## src/common/scan_cfg.svh

```systemverilog
`ifndef SCAN_CFG_SVH
`define SCAN_CFG_SVH

// Number of per-stream context slots in each lane
`define SCAN_STREAMS 64

// Width of one payload byte
`define SCAN_BYTE_W 8

// Width of the lane hit counters and the alert counter
`define SCAN_CNT_W 16

`endif

```

## src/common/scan_pkg.sv

```systemverilog
package scan_pkg;

   `include "scan_cfg.svh"

   // Stream identifier, sized from the context count
   typedef logic [$clog2(`SCAN_STREAMS)-1:0] stream_id_t;

   // Keyword automaton state
   // Number of leading bytes of "GET" seen so far (0 to 2)
   typedef logic [1:0] keyword_ctx_t;

   // Line automaton state, set when the last byte was a CR
   typedef logic crlf_ctx_t;

   // Pattern bytes of the keyword "GET"
   localparam logic [`SCAN_BYTE_W-1:0] KW_BYTE0 = 8'h47;
   localparam logic [`SCAN_BYTE_W-1:0] KW_BYTE1 = 8'h45;
   localparam logic [`SCAN_BYTE_W-1:0] KW_BYTE2 = 8'h54;

   // Carriage return and line feed
   localparam logic [`SCAN_BYTE_W-1:0] CR_BYTE = 8'h0D;
   localparam logic [`SCAN_BYTE_W-1:0] LF_BYTE = 8'h0A;

   // Automaton selection for a matcher lane
   localparam int PATTERN_KEYWORD = 0;
   localparam int PATTERN_CRLF    = 1;

   // Per-packet result of one lane
   typedef struct packed {
      // Pattern seen in this packet while the lane was enabled
      logic hit;
   } lane_report_t;

endpackage

```

## src/common/scan_if.sv

```systemverilog
`timescale 1ns/1ps

`include "scan_cfg.svh"

// Byte stream shared by both matcher lanes
interface scan_if;
   logic [`SCAN_BYTE_W-1:0] byte_in;
   logic                    char_vld;
   logic                    load_state;
   logic                    new_stream;
   scan_pkg::stream_id_t    stream_id;
   logic                    eop;

   modport src  (output byte_in, char_vld, load_state, new_stream, stream_id, eop);
   modport sink (input  byte_in, char_vld, load_state, new_stream, stream_id, eop);
endinterface

// Per-packet result of one lane towards the combiner
interface report_if;
   logic                   report_vld;
   scan_pkg::lane_report_t report;
   logic [`SCAN_CNT_W-1:0] lane_count;
   logic                   lane_enabled;

   modport lane  (output report_vld, report, lane_count, lane_enabled);
   modport merge (input  report_vld, report, lane_count, lane_enabled);
endinterface

```

## src/matcher/stream_ctx_store.sv

```systemverilog
`timescale 1ns/1ps

`include "scan_cfg.svh"

module stream_ctx_store #(
   parameter type ctx_t = scan_pkg::keyword_ctx_t
) (
   input  logic                 clk,
   input  logic                 rst_n,
   input  logic                 load_state,
   input  logic                 new_stream,
   input  scan_pkg::stream_id_t stream_id,
   input  bit                   save,
   input  ctx_t                 save_ctx,
   output ctx_t                 ctx,
   output logic                 ctx_vld
);

   // One saved automaton state per stream
   ctx_t mem [`SCAN_STREAMS];

   // Stream of the packet in progress, used for the save at eop
   scan_pkg::stream_id_t cur_id;

   // Restore strobe towards the automaton
   always_ff @(posedge clk)
   begin
      if (!rst_n)
         ctx_vld <= 1'b0;
      else
         ctx_vld <= load_state;
   end

   // Context fetch at packet start
   always_ff @(posedge clk)
   begin
      if (load_state)
      begin
         cur_id <= stream_id;
         // Unknown stream starts from the idle state
         if (new_stream)
            ctx <= '0;
         else
            ctx <= mem[stream_id];
      end
   end

   // Write back at packet end, only for an enabled lane
   always_ff @(posedge clk)
   begin
      if (save)
         mem[cur_id] <= save_ctx;
   end

endmodule

```

## src/matcher/dfa_keyword.sv

```systemverilog
`timescale 1ns/1ps

`include "scan_cfg.svh"

module dfa_keyword (
   input  logic                    clk,
   input  logic                    rst_n,
   input  logic [`SCAN_BYTE_W-1:0] byte_in,
   input  logic                    char_vld,
   input  scan_pkg::keyword_ctx_t  ctx_in,
   input  logic                    ctx_vld,
   output scan_pkg::keyword_ctx_t  state,
   output logic                    accept
);
   import scan_pkg::*;

   keyword_ctx_t state_q;
   keyword_ctx_t next_state;

   // A restored context takes effect in the same cycle as a first byte
   assign state = ctx_vld ? ctx_in : state_q;

   always_comb
   begin
      next_state = 2'd0;
      accept     = 1'b0;
      case (state)
         2'd0:
            if (byte_in == KW_BYTE0)
               next_state = 2'd1;
         2'd1:
            if (byte_in == KW_BYTE1)
               next_state = 2'd2;
            else if (byte_in == KW_BYTE0)
               next_state = 2'd1;
         2'd2:
            if (byte_in == KW_BYTE2)
            begin
               // Full match, restart so matches never overlap
               next_state = 2'd0;
               accept     = char_vld;
            end
            else if (byte_in == KW_BYTE0)
               next_state = 2'd1;
         default:
            next_state = 2'd0;
      endcase
   end

   always_ff @(posedge clk)
   begin
      if (!rst_n)
         state_q <= 2'd0;
      else if (char_vld)
         state_q <= next_state;
      else if (ctx_vld)
         state_q <= ctx_in;
   end

endmodule

```

## src/matcher/dfa_crlf.sv

```systemverilog
`timescale 1ns/1ps

`include "scan_cfg.svh"

module dfa_crlf (
   input  logic                    clk,
   input  logic                    rst_n,
   input  logic [`SCAN_BYTE_W-1:0] byte_in,
   input  logic                    char_vld,
   input  scan_pkg::crlf_ctx_t     ctx_in,
   input  logic                    ctx_vld,
   output scan_pkg::crlf_ctx_t     state,
   output logic                    accept
);
   import scan_pkg::*;

   crlf_ctx_t state_q;

   // Restored context overrides the register for this cycle
   assign state = ctx_vld ? ctx_in : state_q;

   // LF right after CR completes the pair
   assign accept = char_vld && state && (byte_in == LF_BYTE);

   always_ff @(posedge clk)
   begin
      if (!rst_n)
         state_q <= 1'b0;
      else if (char_vld)
         // Any byte other than CR clears, an LF match included
         state_q <= (byte_in == CR_BYTE);
      else if (ctx_vld)
         state_q <= ctx_in;
   end

endmodule

```

## src/matcher/stream_matcher.sv

```systemverilog
`timescale 1ns/1ps

`include "scan_cfg.svh"

module stream_matcher #(
   parameter type ctx_t   = scan_pkg::keyword_ctx_t,
   parameter int  PATTERN = scan_pkg::PATTERN_KEYWORD
) (
   input  logic   clk,
   input  logic   rst_n,
   input  logic   enable,
   scan_if.sink   src,
   report_if.lane rpt
);
   import scan_pkg::*;

   ctx_t                   ctx;
   logic                   ctx_vld;
   ctx_t                   state;
   logic                   accept;
   logic                   hit_flag;
   logic                   hit_gated;
   logic [`SCAN_CNT_W-1:0] count;
   lane_report_t           report_d;

   // Per-stream state, saved at eop only when this lane is enabled
   stream_ctx_store #(.ctx_t(ctx_t)) ctx_store_i (
      .clk        (clk),
      .rst_n      (rst_n),
      .load_state (src.load_state),
      .new_stream (src.new_stream),
      .stream_id  (src.stream_id),
      .save       (src.eop && enable),
      .save_ctx   (state),
      .ctx        (ctx),
      .ctx_vld    (ctx_vld)
   );

   // Automaton chosen by lane type
   if (PATTERN == PATTERN_KEYWORD)
   begin : g_keyword
      dfa_keyword dfa_i (
         .clk      (clk),
         .rst_n    (rst_n),
         .byte_in  (src.byte_in),
         .char_vld (src.char_vld),
         .ctx_in   (ctx),
         .ctx_vld  (ctx_vld),
         .state    (state),
         .accept   (accept)
      );
   end
   else
   begin : g_crlf
      dfa_crlf dfa_i (
         .clk      (clk),
         .rst_n    (rst_n),
         .byte_in  (src.byte_in),
         .char_vld (src.char_vld),
         .ctx_in   (ctx),
         .ctx_vld  (ctx_vld),
         .state    (state),
         .accept   (accept)
      );
   end

   // A hit only counts for an enabled lane
   assign hit_gated = hit_flag && enable;
   assign report_d  = '{hit: hit_gated};

   // Hit flag, counter and report strobe
   always_ff @(posedge clk)
   begin
      if (!rst_n)
      begin
         hit_flag       <= 1'b0;
         count          <= '0;
         rpt.report_vld <= 1'b0;
      end
      else
      begin
         rpt.report_vld <= src.eop;
         // New packet starts without a hit
         if (src.load_state)
            hit_flag <= 1'b0;
         if (accept)
            hit_flag <= 1'b1;
         if (src.eop)
         begin
            count <= count + {{(`SCAN_CNT_W-1){1'b0}}, hit_gated};
            // Disabled lane drops what it saw in this packet
            if (!enable)
               hit_flag <= 1'b0;
         end
      end
   end

   // Report payload, sampled at eop
   always_ff @(posedge clk)
   begin
      if (src.eop)
      begin
         rpt.report       <= report_d;
         rpt.lane_enabled <= enable;
      end
   end

   assign rpt.lane_count = count;

endmodule

```

## src/verilog/scan_combiner.sv

```systemverilog
`timescale 1ns/1ps

`include "scan_cfg.svh"

module scan_combiner (
   input  logic                   clk,
   input  logic                   rst_n,
   report_if.merge                kw,
   report_if.merge                crlf,
   output logic                   verdict_vld,
   output logic                   hit_keyword,
   output logic                   hit_crlf,
   output logic                   alert,
   output logic [`SCAN_CNT_W-1:0] alert_count,
   output logic [`SCAN_CNT_W-1:0] count_keyword,
   output logic [`SCAN_CNT_W-1:0] count_crlf
);

   logic kw_hit;
   logic crlf_hit;
   logic both_hit;

   // Lane hits, qualified by the report strobe and lane enable
   assign kw_hit   = kw.report_vld && kw.lane_enabled && kw.report.hit;
   assign crlf_hit = crlf.report_vld && crlf.lane_enabled && crlf.report.hit;
   assign both_hit = kw_hit && crlf_hit;

   // Verdict lands one cycle after the lane reports
   always_ff @(posedge clk)
   begin
      if (!rst_n)
      begin
         verdict_vld <= 1'b0;
         hit_keyword <= 1'b0;
         hit_crlf    <= 1'b0;
         alert       <= 1'b0;
         alert_count <= '0;
      end
      else
      begin
         // Both lanes see the same eop, so their strobes coincide
         verdict_vld <= kw.report_vld || crlf.report_vld;
         hit_keyword <= kw_hit;
         hit_crlf    <= crlf_hit;
         alert       <= both_hit;
         if (both_hit)
            alert_count <= alert_count + 1'b1;
      end
   end

   // Lane counters go straight to the top level
   assign count_keyword = kw.lane_count;
   assign count_crlf    = crlf.lane_count;

endmodule

```

## src/verilog/stream_scan_top.sv

```systemverilog
`timescale 1ns/1ps

`include "scan_cfg.svh"

module stream_scan_top (
   input  logic                    clk,
   input  logic                    rst_n,
   input  logic [`SCAN_BYTE_W-1:0] byte_in,
   input  logic                    char_vld,
   input  logic                    load_state,
   input  logic                    new_stream,
   input  scan_pkg::stream_id_t    stream_id,
   input  logic                    eop,
   input  logic                    enable_keyword,
   input  logic                    enable_crlf,
   output logic                    verdict_vld,
   output logic                    hit_keyword,
   output logic                    hit_crlf,
   output logic                    alert,
   output logic [`SCAN_CNT_W-1:0]  count_keyword,
   output logic [`SCAN_CNT_W-1:0]  count_crlf,
   output logic [`SCAN_CNT_W-1:0]  alert_count
);
   import scan_pkg::*;

   // Byte stream shared by both lanes
   scan_if   bus ();
   // One report channel per lane
   report_if kw_rpt ();
   report_if crlf_rpt ();

   assign bus.byte_in    = byte_in;
   assign bus.char_vld   = char_vld;
   assign bus.load_state = load_state;
   assign bus.new_stream = new_stream;
   assign bus.stream_id  = stream_id;
   assign bus.eop        = eop;

   // Keyword lane for "GET"
   stream_matcher #(
      .ctx_t   (keyword_ctx_t),
      .PATTERN (PATTERN_KEYWORD)
   ) keyword_lane_i (
      .clk    (clk),
      .rst_n  (rst_n),
      .enable (enable_keyword),
      .src    (bus.sink),
      .rpt    (kw_rpt.lane)
   );

   // Line lane for CR LF
   stream_matcher #(
      .ctx_t   (crlf_ctx_t),
      .PATTERN (PATTERN_CRLF)
   ) crlf_lane_i (
      .clk    (clk),
      .rst_n  (rst_n),
      .enable (enable_crlf),
      .src    (bus.sink),
      .rpt    (crlf_rpt.lane)
   );

   scan_combiner scan_combiner_i (
      .clk           (clk),
      .rst_n         (rst_n),
      .kw            (kw_rpt.merge),
      .crlf          (crlf_rpt.merge),
      .verdict_vld   (verdict_vld),
      .hit_keyword   (hit_keyword),
      .hit_crlf      (hit_crlf),
      .alert         (alert),
      .alert_count   (alert_count),
      .count_keyword (count_keyword),
      .count_crlf    (count_crlf)
   );

endmodule

```

## config.mk

```make
export PLATFORM = sky130hd
export DESIGN_NAME = stream_scan_top
export DESIGN_NICKNAME = d
export VERILOG_FILES = /design/src/common/scan_pkg.sv /design/src/common/scan_if.sv /design/src/matcher/stream_ctx_store.sv /design/src/matcher/dfa_keyword.sv /design/src/matcher/dfa_crlf.sv /design/src/matcher/stream_matcher.sv /design/src/verilog/scan_combiner.sv /design/src/verilog/stream_scan_top.sv
export VERILOG_INCLUDE_DIRS = /design/src /design/src/common
export SDC_FILE = /design/constraint.sdc
export NUM_CORES = 1
export LEC_CHECK = 0
export CORE_MARGIN = 10
export CORE_UTILIZATION = 55
export CTS_BUF_LIST = sky130_fd_sc_hd__clkbuf_4 sky130_fd_sc_hd__clkbuf_8 sky130_fd_sc_hd__clkbuf_16
export CTS_CLUSTER_DIAMETER = 120
export DETAILED_ROUTE_END_ITERATION = 8
export DONT_BUFFER_PORTS = 1
export GPL_TIMING_DRIVEN = 0
export PLACE_DENSITY = 0.7
export SETUP_SLACK_MARGIN = 0.1
export SLEW_MARGIN = 10
export SYNTH_ARGS = -nofsm -noshare
export SYNTH_HDL_FRONTEND = slang
export SYNTH_SLANG_ARGS = --single-unit
export TNS_END_PERCENT = 50
```

## constraint.sdc

```tcl
create_clock -name clk -period 2.35 [get_ports clk]
set_input_delay 0.1175 -clock clk [delete_from_list [all_inputs] [get_ports clk]]
set_output_delay 0.1175 -clock clk [all_outputs]
set_load 0.05 [all_outputs]
```

==> results of run 1 <==
==> layout by cell type, fill, tap and decap left out, types with 5 or more instances in the layout <==
master / Yosys / routed
dfxtp_2: 0 / 7
nand4_1: 14 / 14
inv_1: 22 / 20
nor3_1: 7 / 7
and3_1: 5 / 5
dfxtp_1: 59 / 51
dlygate4sd3_1: 0 / 23
nand3b_1: 9 / 9
nand2b_1: 5 / 5
xnor2_1: 13 / 13
and2_1: 7 / 7
nor2b_1: 5 / 5
clkbuf_4: 0 / 9
mux4_1: 11 / 11
xor2_1: 23 / 23
or3_1: 10 / 10
nor2_1: 185 / 174
clkbuf_16: 0 / 29
nor2_2: 0 / 10
edfxtp_1: 205 / 205
clkinv_2: 0 / 6
a21oi_1: 12 / 12
clkbuf_1: 26 / 23
mux2i_1: 14 / 14
ha_1: 5 / 5
o21ai_0: 11 / 11
nand3_1: 23 / 23
mux4_2: 40 / 40
buf_2: 6 / 6
nand2_1: 45 / 43
==> how the worst max path moves through the flow <==
stage / endpoint / slack (ns)
CTS: keyword_lane_i.ctx_store_i.mem[18][1] / 0.10
global route: crlf_lane_i.ctx_store_i.mem[11] / 0.002
detailed placement: scan_combiner_i.alert_count[6] / -0.17
finish: keyword_lane_i.rpt.lane_count[15] / 0.16
floorplan: crlf_lane_i.rpt.lane_count[12] / 0.25
global placement: keyword_lane_i.ctx_store_i.ctx[0] / -0.17
==> layout make-up <==
type	count	area, um2	area share
multi-input cells	480	3550	0.281
clock buffers	39	807	0.0640
repair buffers	26	265	0.0210
flip-flops and latches	264	7350	0.583
well taps	265	332	0.0263
plain buffers	36	175	0.0139
inverters	23	86.3	0.00685
clock inverters	10	50.0	0.00397
==> per-stage QoR <==
stage | util | setup slack [ns] | cell area, um2 | hold slack [ns] | power, mW
after CTS | 0.638 | 0.104 | 12500 | 0.0401 | 9.71
after global routing | 0.642 | 0.00233 | 12600 | 0.0604 | 9.96
after global placement | 0.581 | -0.173 | 11400 | 0.217 | 5.64
after floorplan | - | 0.246 | 11100 | 0.216 | 5.50
after detailed placement | 0.582 | -0.167 | 11400 | 0.217 | 5.65
final | 0.642 | 0.163 | 12600 | 0.0680 | 9.67
==> sequential cells by signal, summed over array words and instances, names as in the netlist, 2 cells and up <==
register,cells
crlf_lane_i.ctx_store_i.cur_id,6
crlf_lane_i.ctx_store_i.mem,64
crlf_lane_i.rpt.lane_count,16
keyword_lane_i.ctx_store_i.ctx,2
keyword_lane_i.ctx_store_i.mem,128
keyword_lane_i.g_keyword.dfa_i.state_q,2
keyword_lane_i.rpt.lane_count,16
scan_combiner_i.alert_count,16
==> per-layer routing <==
layer	track usage	wire length, um
met1	0.243	10000
met2	0.317	12100
met3	0.0417	2210
met4	0.0583	607
met5	0	0
==> cell families after synthesis <==
logic type / count (synthesis) / share of synthesized area
compound gates: 40 / 0.0227
xor+xnor: 36 / 0.0284
fa+ha+maj: 5 / 0.00564
buf+inv: 61 / 0.0241
flops: 264 / 0.661
mux: 67 / 0.122
simple gates: 332 / 0.136
==> where the power goes <==
group | total [mW] | switching (mW) | internal [mW]
logic | 0.522 | 0.340 | 0.183
registers | 5.08 | 0.0145 | 5.06
clock network | 4.07 | 1.68 | 2.38
==> worst reg2reg max path, stage by stage (launching register included) <==
cell,delay (ns)
dfxtp_1,0.69
ha_1,0.29
nand4_1,0.23
nor3_1,0.43
nand3_1,0.19
xor2_1,0.18
nor2_1,0.05
==> timing repair <==
item	4_1_cts	5_1_grt
gates resized for setup	3	24
pin swaps	0	1
hold endpoints to repair	39	0
endpoints found under the setup margin	19	88
hold buffers	23	0
setup buffers	0	2
==> summary.txt, run 1 <==
Global route
  – Largest net degree at the start of global routing: 69
  – First-pass GRT wire length: 39000 um
  – Global route overflow: 0
  – Vias in the first global route: 6926
  – Initial antenna violation count: 0
  – GRT Overall Usage: 0.190

STA
  – Ratio of final minimum period to clock period: 0.931
  – Worst Skew: 0.0134 ns
  – Peak Freq: 0.457 GHz
  – Pins over their slew limit: 0
  – Final setup fails: 0
  – Unrepaired setup endpoints after global routing: true
  – Rel. slew slack: 0.386
  – Worst slew pin tran: 0.919 ns
  – Setup TNS: 0 ns
  – Post-layout min period: 2.19 ns
  – Final Hold Fails: 0

Worst setup path
  – Worst Setup End Kind: flip-flop
  – Critical Path Start Type: flip-flop
  – CP Launch Point: keyword_lane_i.rpt.lane_count[0]
  – Worst path bufs/invs: 0
  – Crit path max-delay family: simple AND/OR/NAND/NOR gates
  – Crit path DAT: 2.58 ns
  – Worst flop-to-flop path startpoint: keyword_lane_i.rpt.lane_count[0]
  – Crit Path Max Fanout: 5
  – Ordered cell list for the critical path: ha_1 > nand4_1 > nor3_1 > nand3_1 > xor2_1 > nor2_1
  – Crit path depth: 6
  – Cells on worst reg2reg path: 6
  – Slowest-stage cell, CP: dfxtp_1
  – Critical path class: reg2reg
  – CP max stage delay: 0.69 ns
  – R2r endpoint: keyword_lane_i.rpt.lane_count[15]
  – FF-to-FF setup slack: 0.16 ns
  – Required @ worst endpoint: 2.74 ns

Clock tree
  – Clk sinks: 264
  – CTS Buffer Depth: 3
  – Total CTS buffers: 27
  – Root buffer selected by CTS: clkbuf_16
  – CTS H-tree depth: 1
  – Worst-skew pair later-pin latency: 0.53 ns
  – Clk pin slew, worst setup/hold paths: 0.06 ns
  – CTS tree: built

Hold path
  – Hold Path Depth: 2
  – Hold Crit Start: new_stream
  – Min-Delay Path Class: in2reg
  – Hold EP: keyword_lane_i.ctx_store_i.ctx[0]

Yosys
  – Top cells by area, synth: edfxtp_1, dfxtp_1, mux4_2
  – Post-synth EDFFs: 205
  – Mapped Cells: 805
  – Yosys top cell area share: 0.555
  – Syn avg cell area: 13.8 um2
  – Sequential area share after synthesis: 0.661
  – Synth area leader: edfxtp_1
  – Syn Nets: 832
  – Yosys reg bits: 264
  – Async SR Flop Fraction: 0
  – Yosys warnings: 0
  – Synth Cell Area: 11100 um2
  – Post-synthesis cell type count: 50
  – Synth cell count leaders: edfxtp_1, nor2_1, dfxtp_1
  – Leading register cell type out of synthesis: edfxtp_1
  – Most frequent cell after synthesis: edfxtp_1

Finish
  – Nets: 885
  – Ratio of cells with drive above 1 in the final layout: 0.151
  – Post-Layout Cell Count: 1143
  – Fillers: 1461
  – # diodes: 0
  – Layout area overhead: 13.7%

Die
  – Die W: 162 um
  – Chip height: 162 um
  – Die Area: 26300 um2
  – I/O Pins: 74
  – Core area: 19700 um2
  – Starting density of the core: 0.565
  – FP Rows: 51

Status
  – Status: finished clean

Run
  – Max-cap violations: 0

Routing
  – Remaining DRCs: 0
  – Post-route ant nets: 0
  – Initial drt markers: 659
  – Vias post-DR: 6768
  – Detailed Routing Iterations Pass 1: 5
  – Vias per cell: 5.92
  – Wire per inst: 21.8 um
  – Wirelength, routed: 24900 um

Power
  – P_leak: 4.18 nW
  – Worst vdd ir: 0.726 mV
  – Power per Cell Area: 767 nW/um2

Placement
  – GP Congestion: 0.865
  – Final HPWL DP: 16300 um
  – IO buf count: 0
  – Cells after DPL: 1071
(Power assumes the default switching activity.)
==> inputs of run 2 (changes only) <==
CORE_UTILIZATION = 35   (was 55)
PLACE_DENSITY = unset   (was 0.7)
==> run 2 against run 1 <==
Against the previous run: total power grew 5.6%; critical endpoint is now crlf_lane_i.rpt.lane_count[14]; sequential share of layout area down 1.3 points; largest cell class unchanged; wire length grew 6.6%; highest routed layer unchanged; cell count rose by 12%; sequential power barely moved.
==> summary.txt, run 2 (synthesis results as in run 1) <==
Finish
  – Commonest non-fill, non-tap cells in the layout: edfxtp_1, nor2_1, dfxtp_1
  – Max reg flops: 128 (unchanged)
  – # diodes: 0 (unchanged)
  – Post-Layout Cell Count: 1281 (+12%)
  – Layout area overhead: 16.2%
  – Finished Cell Area: 12900 um2 (+2.2%)
  – Fillers: 2925 (+100%)
  – Ratio of cells with drive above 1 in the final layout: 0.147 (-0.00472)
  – Final Util: 0.411 (-0.231)
  – Nets: 885 (unchanged)
  – Commonest non-fill, non-tap cell in the layout: edfxtp_1
  – Largest reg by FF count: keyword_lane_i.ctx_store_i.mem
  – Regs by FF count: keyword_lane_i.ctx_store_i.mem (128), crlf_lane_i.ctx_store_i.mem (64)

Clock tree
  – Clk pin slew, worst setup/hold paths: 0.06 ns (about the same)
  – CTS tree: built
  – Total CTS buffers: 28 (+3.7%)
  – Clk sinks: 264 (unchanged)
  – CTS H-tree depth: 1 (unchanged)
  – Root buffer selected by CTS: clkbuf_16
  – CTS Buffer Depth: 3 (unchanged)
  – Worst-skew pair later-pin latency: 0.54 ns (about the same)

STA
  – Worst Skew: 0.00785 ns (-0.00555 ns)
  – Pins over their slew limit: 0 (unchanged)
  – Peak Freq: 0.462 GHz (+1.1%)
  – Rel. slew slack: 0.451 (+0.0650)
  – Worst slew pin tran: 0.823 ns (-0.0962 ns)
  – Final setup margin: 0.186 ns (+0.0230 ns)
  – Final Hold Fails: 0 (unchanged)
  – Final setup fails: 0 (unchanged)
  – Unrepaired setup endpoints after global routing: true
  – Setup TNS: 0 ns (unchanged)
  – Ratio of final minimum period to clock period: 0.921 (-0.00978)
  – Post-layout min period: 2.16 ns (-0.0230 ns)

Die
  – Core area: 31400 um2 (+60%)
  – Starting density of the core: 0.353 (-0.211)
  – Chip height: 198 um (+22%)
  – I/O Pins: 74 (unchanged)
  – Die W: 198 um (+22%)
  – Die Area: 39200 um2 (+49%)
  – FP Rows: 65 (+27%)

Power
  – P_leak: 4.23 nW (+1.2%)
  – Clk pwr share: 0.449 (+0.028)
  – Net Sw Power: 2.13 mW (+4.5%)
  – Worst vdd ir: 0.727 mV (+0.26%)
  – Power per Cell Area: 792 nW/um2 (+3.3%)
  – Total internal power: 8.08 mW (+5.9%)
  – Net Sw Frac: 0.209 (-0.00214)
  – Reg power frac: 0.498 (-0.027)
  – Part of the power in combinational logic: 0.053 (about the same)

Global route
  – Vias in the first global route: 6614 (-4.5%)
  – Met3 usage: 0.0316 (-0.0101)
  – Global route overflow: 0 (unchanged)
  – GR Util met1: 0.179 (-0.0635)
  – Initial antenna violation count: 0 (unchanged)
  – GRT met2 Usage: 0.217 (-0.100)
  – Largest net degree at the start of global routing: 69 (unchanged)
  – First-pass GRT wire length: 40400 um (+3.6%)
  – GRT Overall Usage: 0.134 (-0.0555)
  – Gr busiest metal: met2

Routing
  – Remaining DRCs: 0 (unchanged)
  – Initial drt markers: 516 (-22%)
  – Wire per inst: 20.7 um (-4.9%)
  – Wirelength, routed: 26600 um (+6.6%)
  – Post-route ant nets: 0 (unchanged)
  – Vias per cell: 5.25 (-11%)
  – Vias post-DR: 6731 (-0.55%)
  – Detailed Routing Iterations Pass 1: 5 (unchanged)

Placement
  – Pre-CTS WS: -0.307 ns (-0.140 ns)
  – Area after DPL: 11600 um2 (+1.7%)
  – Final HPWL DP: 17200 um (+5.5%)
  – IO buf count: 0 (unchanged)
  – Cells after DPL: 1209 (+13%)
  – GP Congestion: 0.808 (-6.6%)

Worst setup path
  – Crit Path Max Fanout: 6 (+1)
  – Critical Path Start Type: flip-flop
  – Required @ worst endpoint: 2.75 ns (about the same)
  – Crit path DAT: 2.56 ns (-0.02 ns)
  – FF-to-FF setup slack: 0.19 ns (+0.02 ns)
  – Critical path class: reg2reg
  – Worst Setup End Kind: flip-flop

Run
  – Max-cap violations: 0 (unchanged)

Hold path
  – Min-Delay Path Class: in2reg

Status
  – Status: finished clean
run 2: cell count changes in the layout (fill, tap and decap cells not counted), sizes merged:
cell	delta
buf	+1
bufinv	+4
clkbuf	-3
dlygate4sd3	-2
inv	+1
run 2: power by group through the flow:
stage | Clock (mW) | Combinational [mW] | Sequential (mW)
floorplan | 0 | 0.321 | 5.18
global placement | 0 | 0.480 | 5.18
detailed placement | 0 | 0.500 | 5.18
CTS | 4.67 | 0.541 | 5.08
global route | 4.88 | 0.584 | 5.08
finish | 4.59 | 0.543 | 5.08
run 2: path summary, 6_finish.rpt:
check | start | to | cells after the start
min reg2reg | keyword_lane_i.rpt.report_vld | scan_combiner_i.verdict_vld | 1
max reg2reg | crlf_lane_i.rpt.lane_count[1] | crlf_lane_i.rpt.lane_count[14] | 7
max | crlf_lane_i.rpt.lane_count[1] | crlf_lane_i.rpt.lane_count[14] | 7
min | byte_in[7] | keyword_lane_i.hit_flag | 4
run 2: critical path, stage by stage (launching register included):
cell,delay [ns]
dfxtp_1,0.70
ha_1,0.28
nand4_1,0.13
or2_2,0.33
clkbuf_1,0.17
nor3_1,0.21
xnor2_1,0.15
nor2_1,0.06
run 2: routing by layer:
layer / vias up / routed length, um / part of all wire
li1: 3085 / - / -
met1: 3391 / 11500 / 0.43
met2: 227 / 12600 / 0.47
met3: 28 / 2030 / 0.076
met4: 0 / 439 / 0.017
met5: - / 0 / 0
run 2: cell type report:
| class | count | area, um2 | share of cell area |
|---|---|---|---|
| multi-input combinational | 480 | 3540 | 0.275 |
| timing repair buffer | 25 | 273 | 0.0212 |
| tap | 402 | 503 | 0.0390 |
| clock inverter | 15 | 176 | 0.0137 |
| buffer | 36 | 174 | 0.0135 |
| clock buffer | 36 | 796 | 0.0617 |
| inverter | 23 | 86.3 | 0.00670 |
| sequential | 264 | 7340 | 0.570 |
run 2: per-stage QoR:
step                      hold slack (ns)  total power [mW]
after floorplan                     0.216              5.50
after global placement              0.217              5.66
after detailed placement            0.217              5.68
after CTS                          0.0298              10.3
after global routing               0.0367              10.5
final                             0.00844              10.2
run 2: what timing repair did:
action,CTS,global route
hold endpoints to repair,43,0
hold buffers,22,0
pin swaps,0,1
setup buffers,0,2
endpoints found under the setup margin,34,75
gates resized for setup,2,18
==> inputs of run 3 (changes only) <==
ABC_AREA = 1   (was unset)
==> run 3 against run 2 <==
Against the previous run: maximum frequency is 0.94% lower; sequential share of layout area is 3.4 points lower; critical endpoint is now keyword_lane_i.ctx_store_i.mem[32][0]; area after synthesis is 5.7% higher; flip-flop and latch count stayed put; setup slack worse by 0.020 ns; critical path depth is 3 lower; wire length is 40% higher; via count is 40% higher; total power is 2.6% higher; highest routed layer unchanged.
==> summary.txt, run 3 <==
Yosys
  – Sequential area share after synthesis: 0.626 (-0.0354)
  – Syn Nets: 1250 (+50%)
  – Post-synth EDFFs: 205 (unchanged)
  – Post-synthesis cell type count: 36 (-28%)
  – Yosys reg bits: 264 (unchanged)
  – Synth Cell Area: 11700 um2 (+5.7%)
  – Yosys top cell area share: 0.525 (-0.0297)
  – Synth area leader: edfxtp_1
  – Top cells by area, synth: edfxtp_1, nand2_1, dfxtp_1
  – Yosys warnings: 0 (unchanged)
  – Leading register cell type out of synthesis: edfxtp_1
  – Synth cell count leaders: nand2_1, edfxtp_1, nand3_1
  – Syn avg cell area: 9.59 um2 (-30%)
  – Async SR Flop Fraction: 0 (unchanged)
  – Mapped Cells: 1223 (+52%)
  – Most frequent cell after synthesis: nand2_1

STA
  – Post-layout min period: 2.18 ns (+0.0205 ns)
  – Pins over their slew limit: 0 (unchanged)
  – Ratio of final minimum period to clock period: 0.930 (+0.00872)
  – Final Hold Fails: 0 (unchanged)
  – Setup TNS: 0 ns (unchanged)
  – Unrepaired setup endpoints after global routing: true
  – Hold slack: 0.0802 ns (+0.0718 ns)
  – Peak Freq: 0.458 GHz (-0.94%)
  – Worst Skew: 0.0356 ns (+0.0277 ns)
  – Rel. slew slack: 0.455 (+0.00344)
  – Final setup fails: 0 (unchanged)
  – Worst slew pin tran: 0.818 ns (-0.00515 ns)

Global route
  – Largest net degree at the start of global routing: 58 (-16%)
  – Initial antenna violation count: 1 (+1)
  – Vias in the first global route: 9097 (+38%)
  – Global route overflow: 0 (unchanged)
  – First-pass GRT wire length: 55800 um (+38%)
  – GRT Overall Usage: 0.177 (+0.0423)

Finish
  – Nets: 1317 (+49%)
  – Commonest non-fill, non-tap cells in the layout: nand2_1, edfxtp_1, nand3_1
  – Ratio of cells with drive above 1 in the final layout: 0.106 (-0.0409)
  – Commonest non-fill, non-tap cell in the layout: nand2_1
  – Area occupied by multi-input gates: 3800 um2 (+7.4%)
  – Fillers: 3210 (+9.7%)
  – Final Util: 0.418 (+0.00734)
  – Regs by FF count: keyword_lane_i.ctx_store_i.mem (128), crlf_lane_i.ctx_store_i.mem (64)
  – Largest reg by FF count: keyword_lane_i.ctx_store_i.mem
  – Layout area overhead: 16.9%
  – Register area: 7340 um2 (about the same)
  – Max reg flops: 128 (unchanged)

Routing
  – Vias post-DR: 9456 (+40%)
  – Wirelength, routed: 37200 um (+40%)
  – Detailed Routing Iterations Pass 1: 5 (unchanged)
  – Wire per inst: 21.2 um (+2.1%)
  – Vias per cell: 5.38 (+2.5%)
  – Initial drt markers: 1100 (+110%)
  – Post-route ant nets: 0 (unchanged)
  – Remaining DRCs: 0 (unchanged)

Worst setup path
  – Worst Setup End Kind: flip-flop
  – Critical path class: reg2reg
  – Crit path DAT: 2.40 ns (-0.16 ns)
  – Cells on worst reg2reg path: 4 (-3)
  – Critical Path Start Type: flip-flop
  – Required @ worst endpoint: 2.56 ns (-0.19 ns)
  – Crit Path Max Fanout: 10 (+4)

Run
  – Max-cap violations: 0 (unchanged)

Die
  – I/O Pins: 74 (unchanged)
  – Chip height: 203 um (+2.5%)
  – Core area: 32800 um2 (+4.4%)
  – Die Area: 41200 um2 (+5.1%)
  – FP Rows: 66 (+1.5%)
  – Starting density of the core: 0.358 (+0.00416)
  – Die W: 203 um (+2.5%)

Placement
  – IO buf count: 0 (unchanged)
  – Final HPWL DP: 24300 um (+41%)
  – GP Congestion: 1.01 (+26%)

Hold path
  – Min-Delay Path Class: in2reg
  – Hold Path Depth: 3 (-1)

Power
  – Worst vdd ir: 0.546 mV (-25%)
  – Power per Cell Area: 764 nW/um2 (-3.5%)
  – Overall Power: 10.5 mW (+2.6%)
  – P_leak: 4.88 nW (+16%)

Status
  – Status: finished clean

Clock tree
  – Clk sinks: 264 (unchanged)
  – Root buffer selected by CTS: clkbuf_16
  – Worst-skew pair later-pin latency: 0.58 ns (+0.04 ns)
  – Total CTS buffers: 29 (+3.6%)
  – CTS H-tree depth: 1 (unchanged)
  – CTS Buffer Depth: 3 (unchanged)
  – CTS tree: built
  – Clk pin slew, worst setup/hold paths: 0.06 ns (about the same)
==> run 3: cell count changes in the layout (fill, tap and decap cells not counted), moves of 21 or more <==
cell	before	now
nand2_1	42	316
nand3_1	23	177
nor3_1	7	122
nor2_1	176	64
inv_1	20	64
mux4_2	40	0
xor2_1	23	0
buf_2	6	28
a21oi_1	12	33
==> run 3: area by class of cell <==
type,count,area share
tap,442,0.0404
timing repair buffer,36,0.0285
buffer,70,0.0261
sequential,264,0.536
multi-input combinational,811,0.278
antenna,1,0.000183
clock inverter,12,0.00703
clock buffer,42,0.0619
inverter,78,0.0225
==> run 3: final timing paths <==
| kind | endpoint | startpoint | slack [ns] |
|---|---|---|---|
| max | keyword_lane_i.ctx_store_i.mem[32][0] | crlf_lane_i.ctx_store_i.cur_id[2] | 0.17 |
| min | crlf_lane_i.ctx_store_i.ctx | stream_id[4] | 0.08 |
| max reg2reg | keyword_lane_i.ctx_store_i.mem[32][0] | crlf_lane_i.ctx_store_i.cur_id[2] | 0.17 |
| min reg2reg | scan_combiner_i.hit_keyword | keyword_lane_i.rpt.report_vld | 0.47 |
==> run 3: kinds of logic after synthesis <==
kind of cell / Yosys count / share of synthesized area
AO/OA/AOI/OAI: 76 / 0.0348
flip-flops: 264 / 0.626
adder cells (fa/ha/maj): 5 / 0.00534
AND/OR/NAND/NOR: 728 / 0.278
XOR/XNOR: 2 / 0.00149
buffers and inverters: 148 / 0.0545
==> run 3: through the flow <==
step	std cells	instance area [um2]	setup WS, ns
floorplan	1223	11700	0.321
global placement	1665	12300	-0.450
detailed placement	1668	12300	-0.198
CTS	1755	13600	0.00470
global route	1755	13700	0.0891
finish	1756	13700	0.165
==> run 3: report_power, final <==
group | total [mW] | switching [mW] | internal (mW)
logic | 0.843 | 0.639 | 0.204
registers | 5.14 | 0.0431 | 5.10
clock network | 4.49 | 1.87 | 2.62
total | 10.5 | 2.55 | 7.92
==> run 3: worst max-delay path, cell delays in order (launching register included) <==
cell	delay, ns
edfxtp_1	0.49
inv_1	0.24
nand3b_1	0.31
clkbuf_2	0.38
nor3_1	0.40
==> run 3: repair_timing <==
item,in CTS,in global routing
setup endpoints to repair,76,102
setup buffers,0,0
endpoints found under the hold margin,56,0
hold buffers,33,0
gates resized for setup,7,33
==> run 3: per-layer routing <==
| layer | wire length, um | up-vias | track usage |
|---|---|---|---|
| met5 | 0 | - | 0 |
| met4 | 941 | 0 | 0.0541 |
| met3 | 4120 | 73 | 0.0446 |
| met2 | 17200 | 483 | 0.283 |
| met1 | 15000 | 4520 | 0.230 |
| li1 | - | 4380 | - |
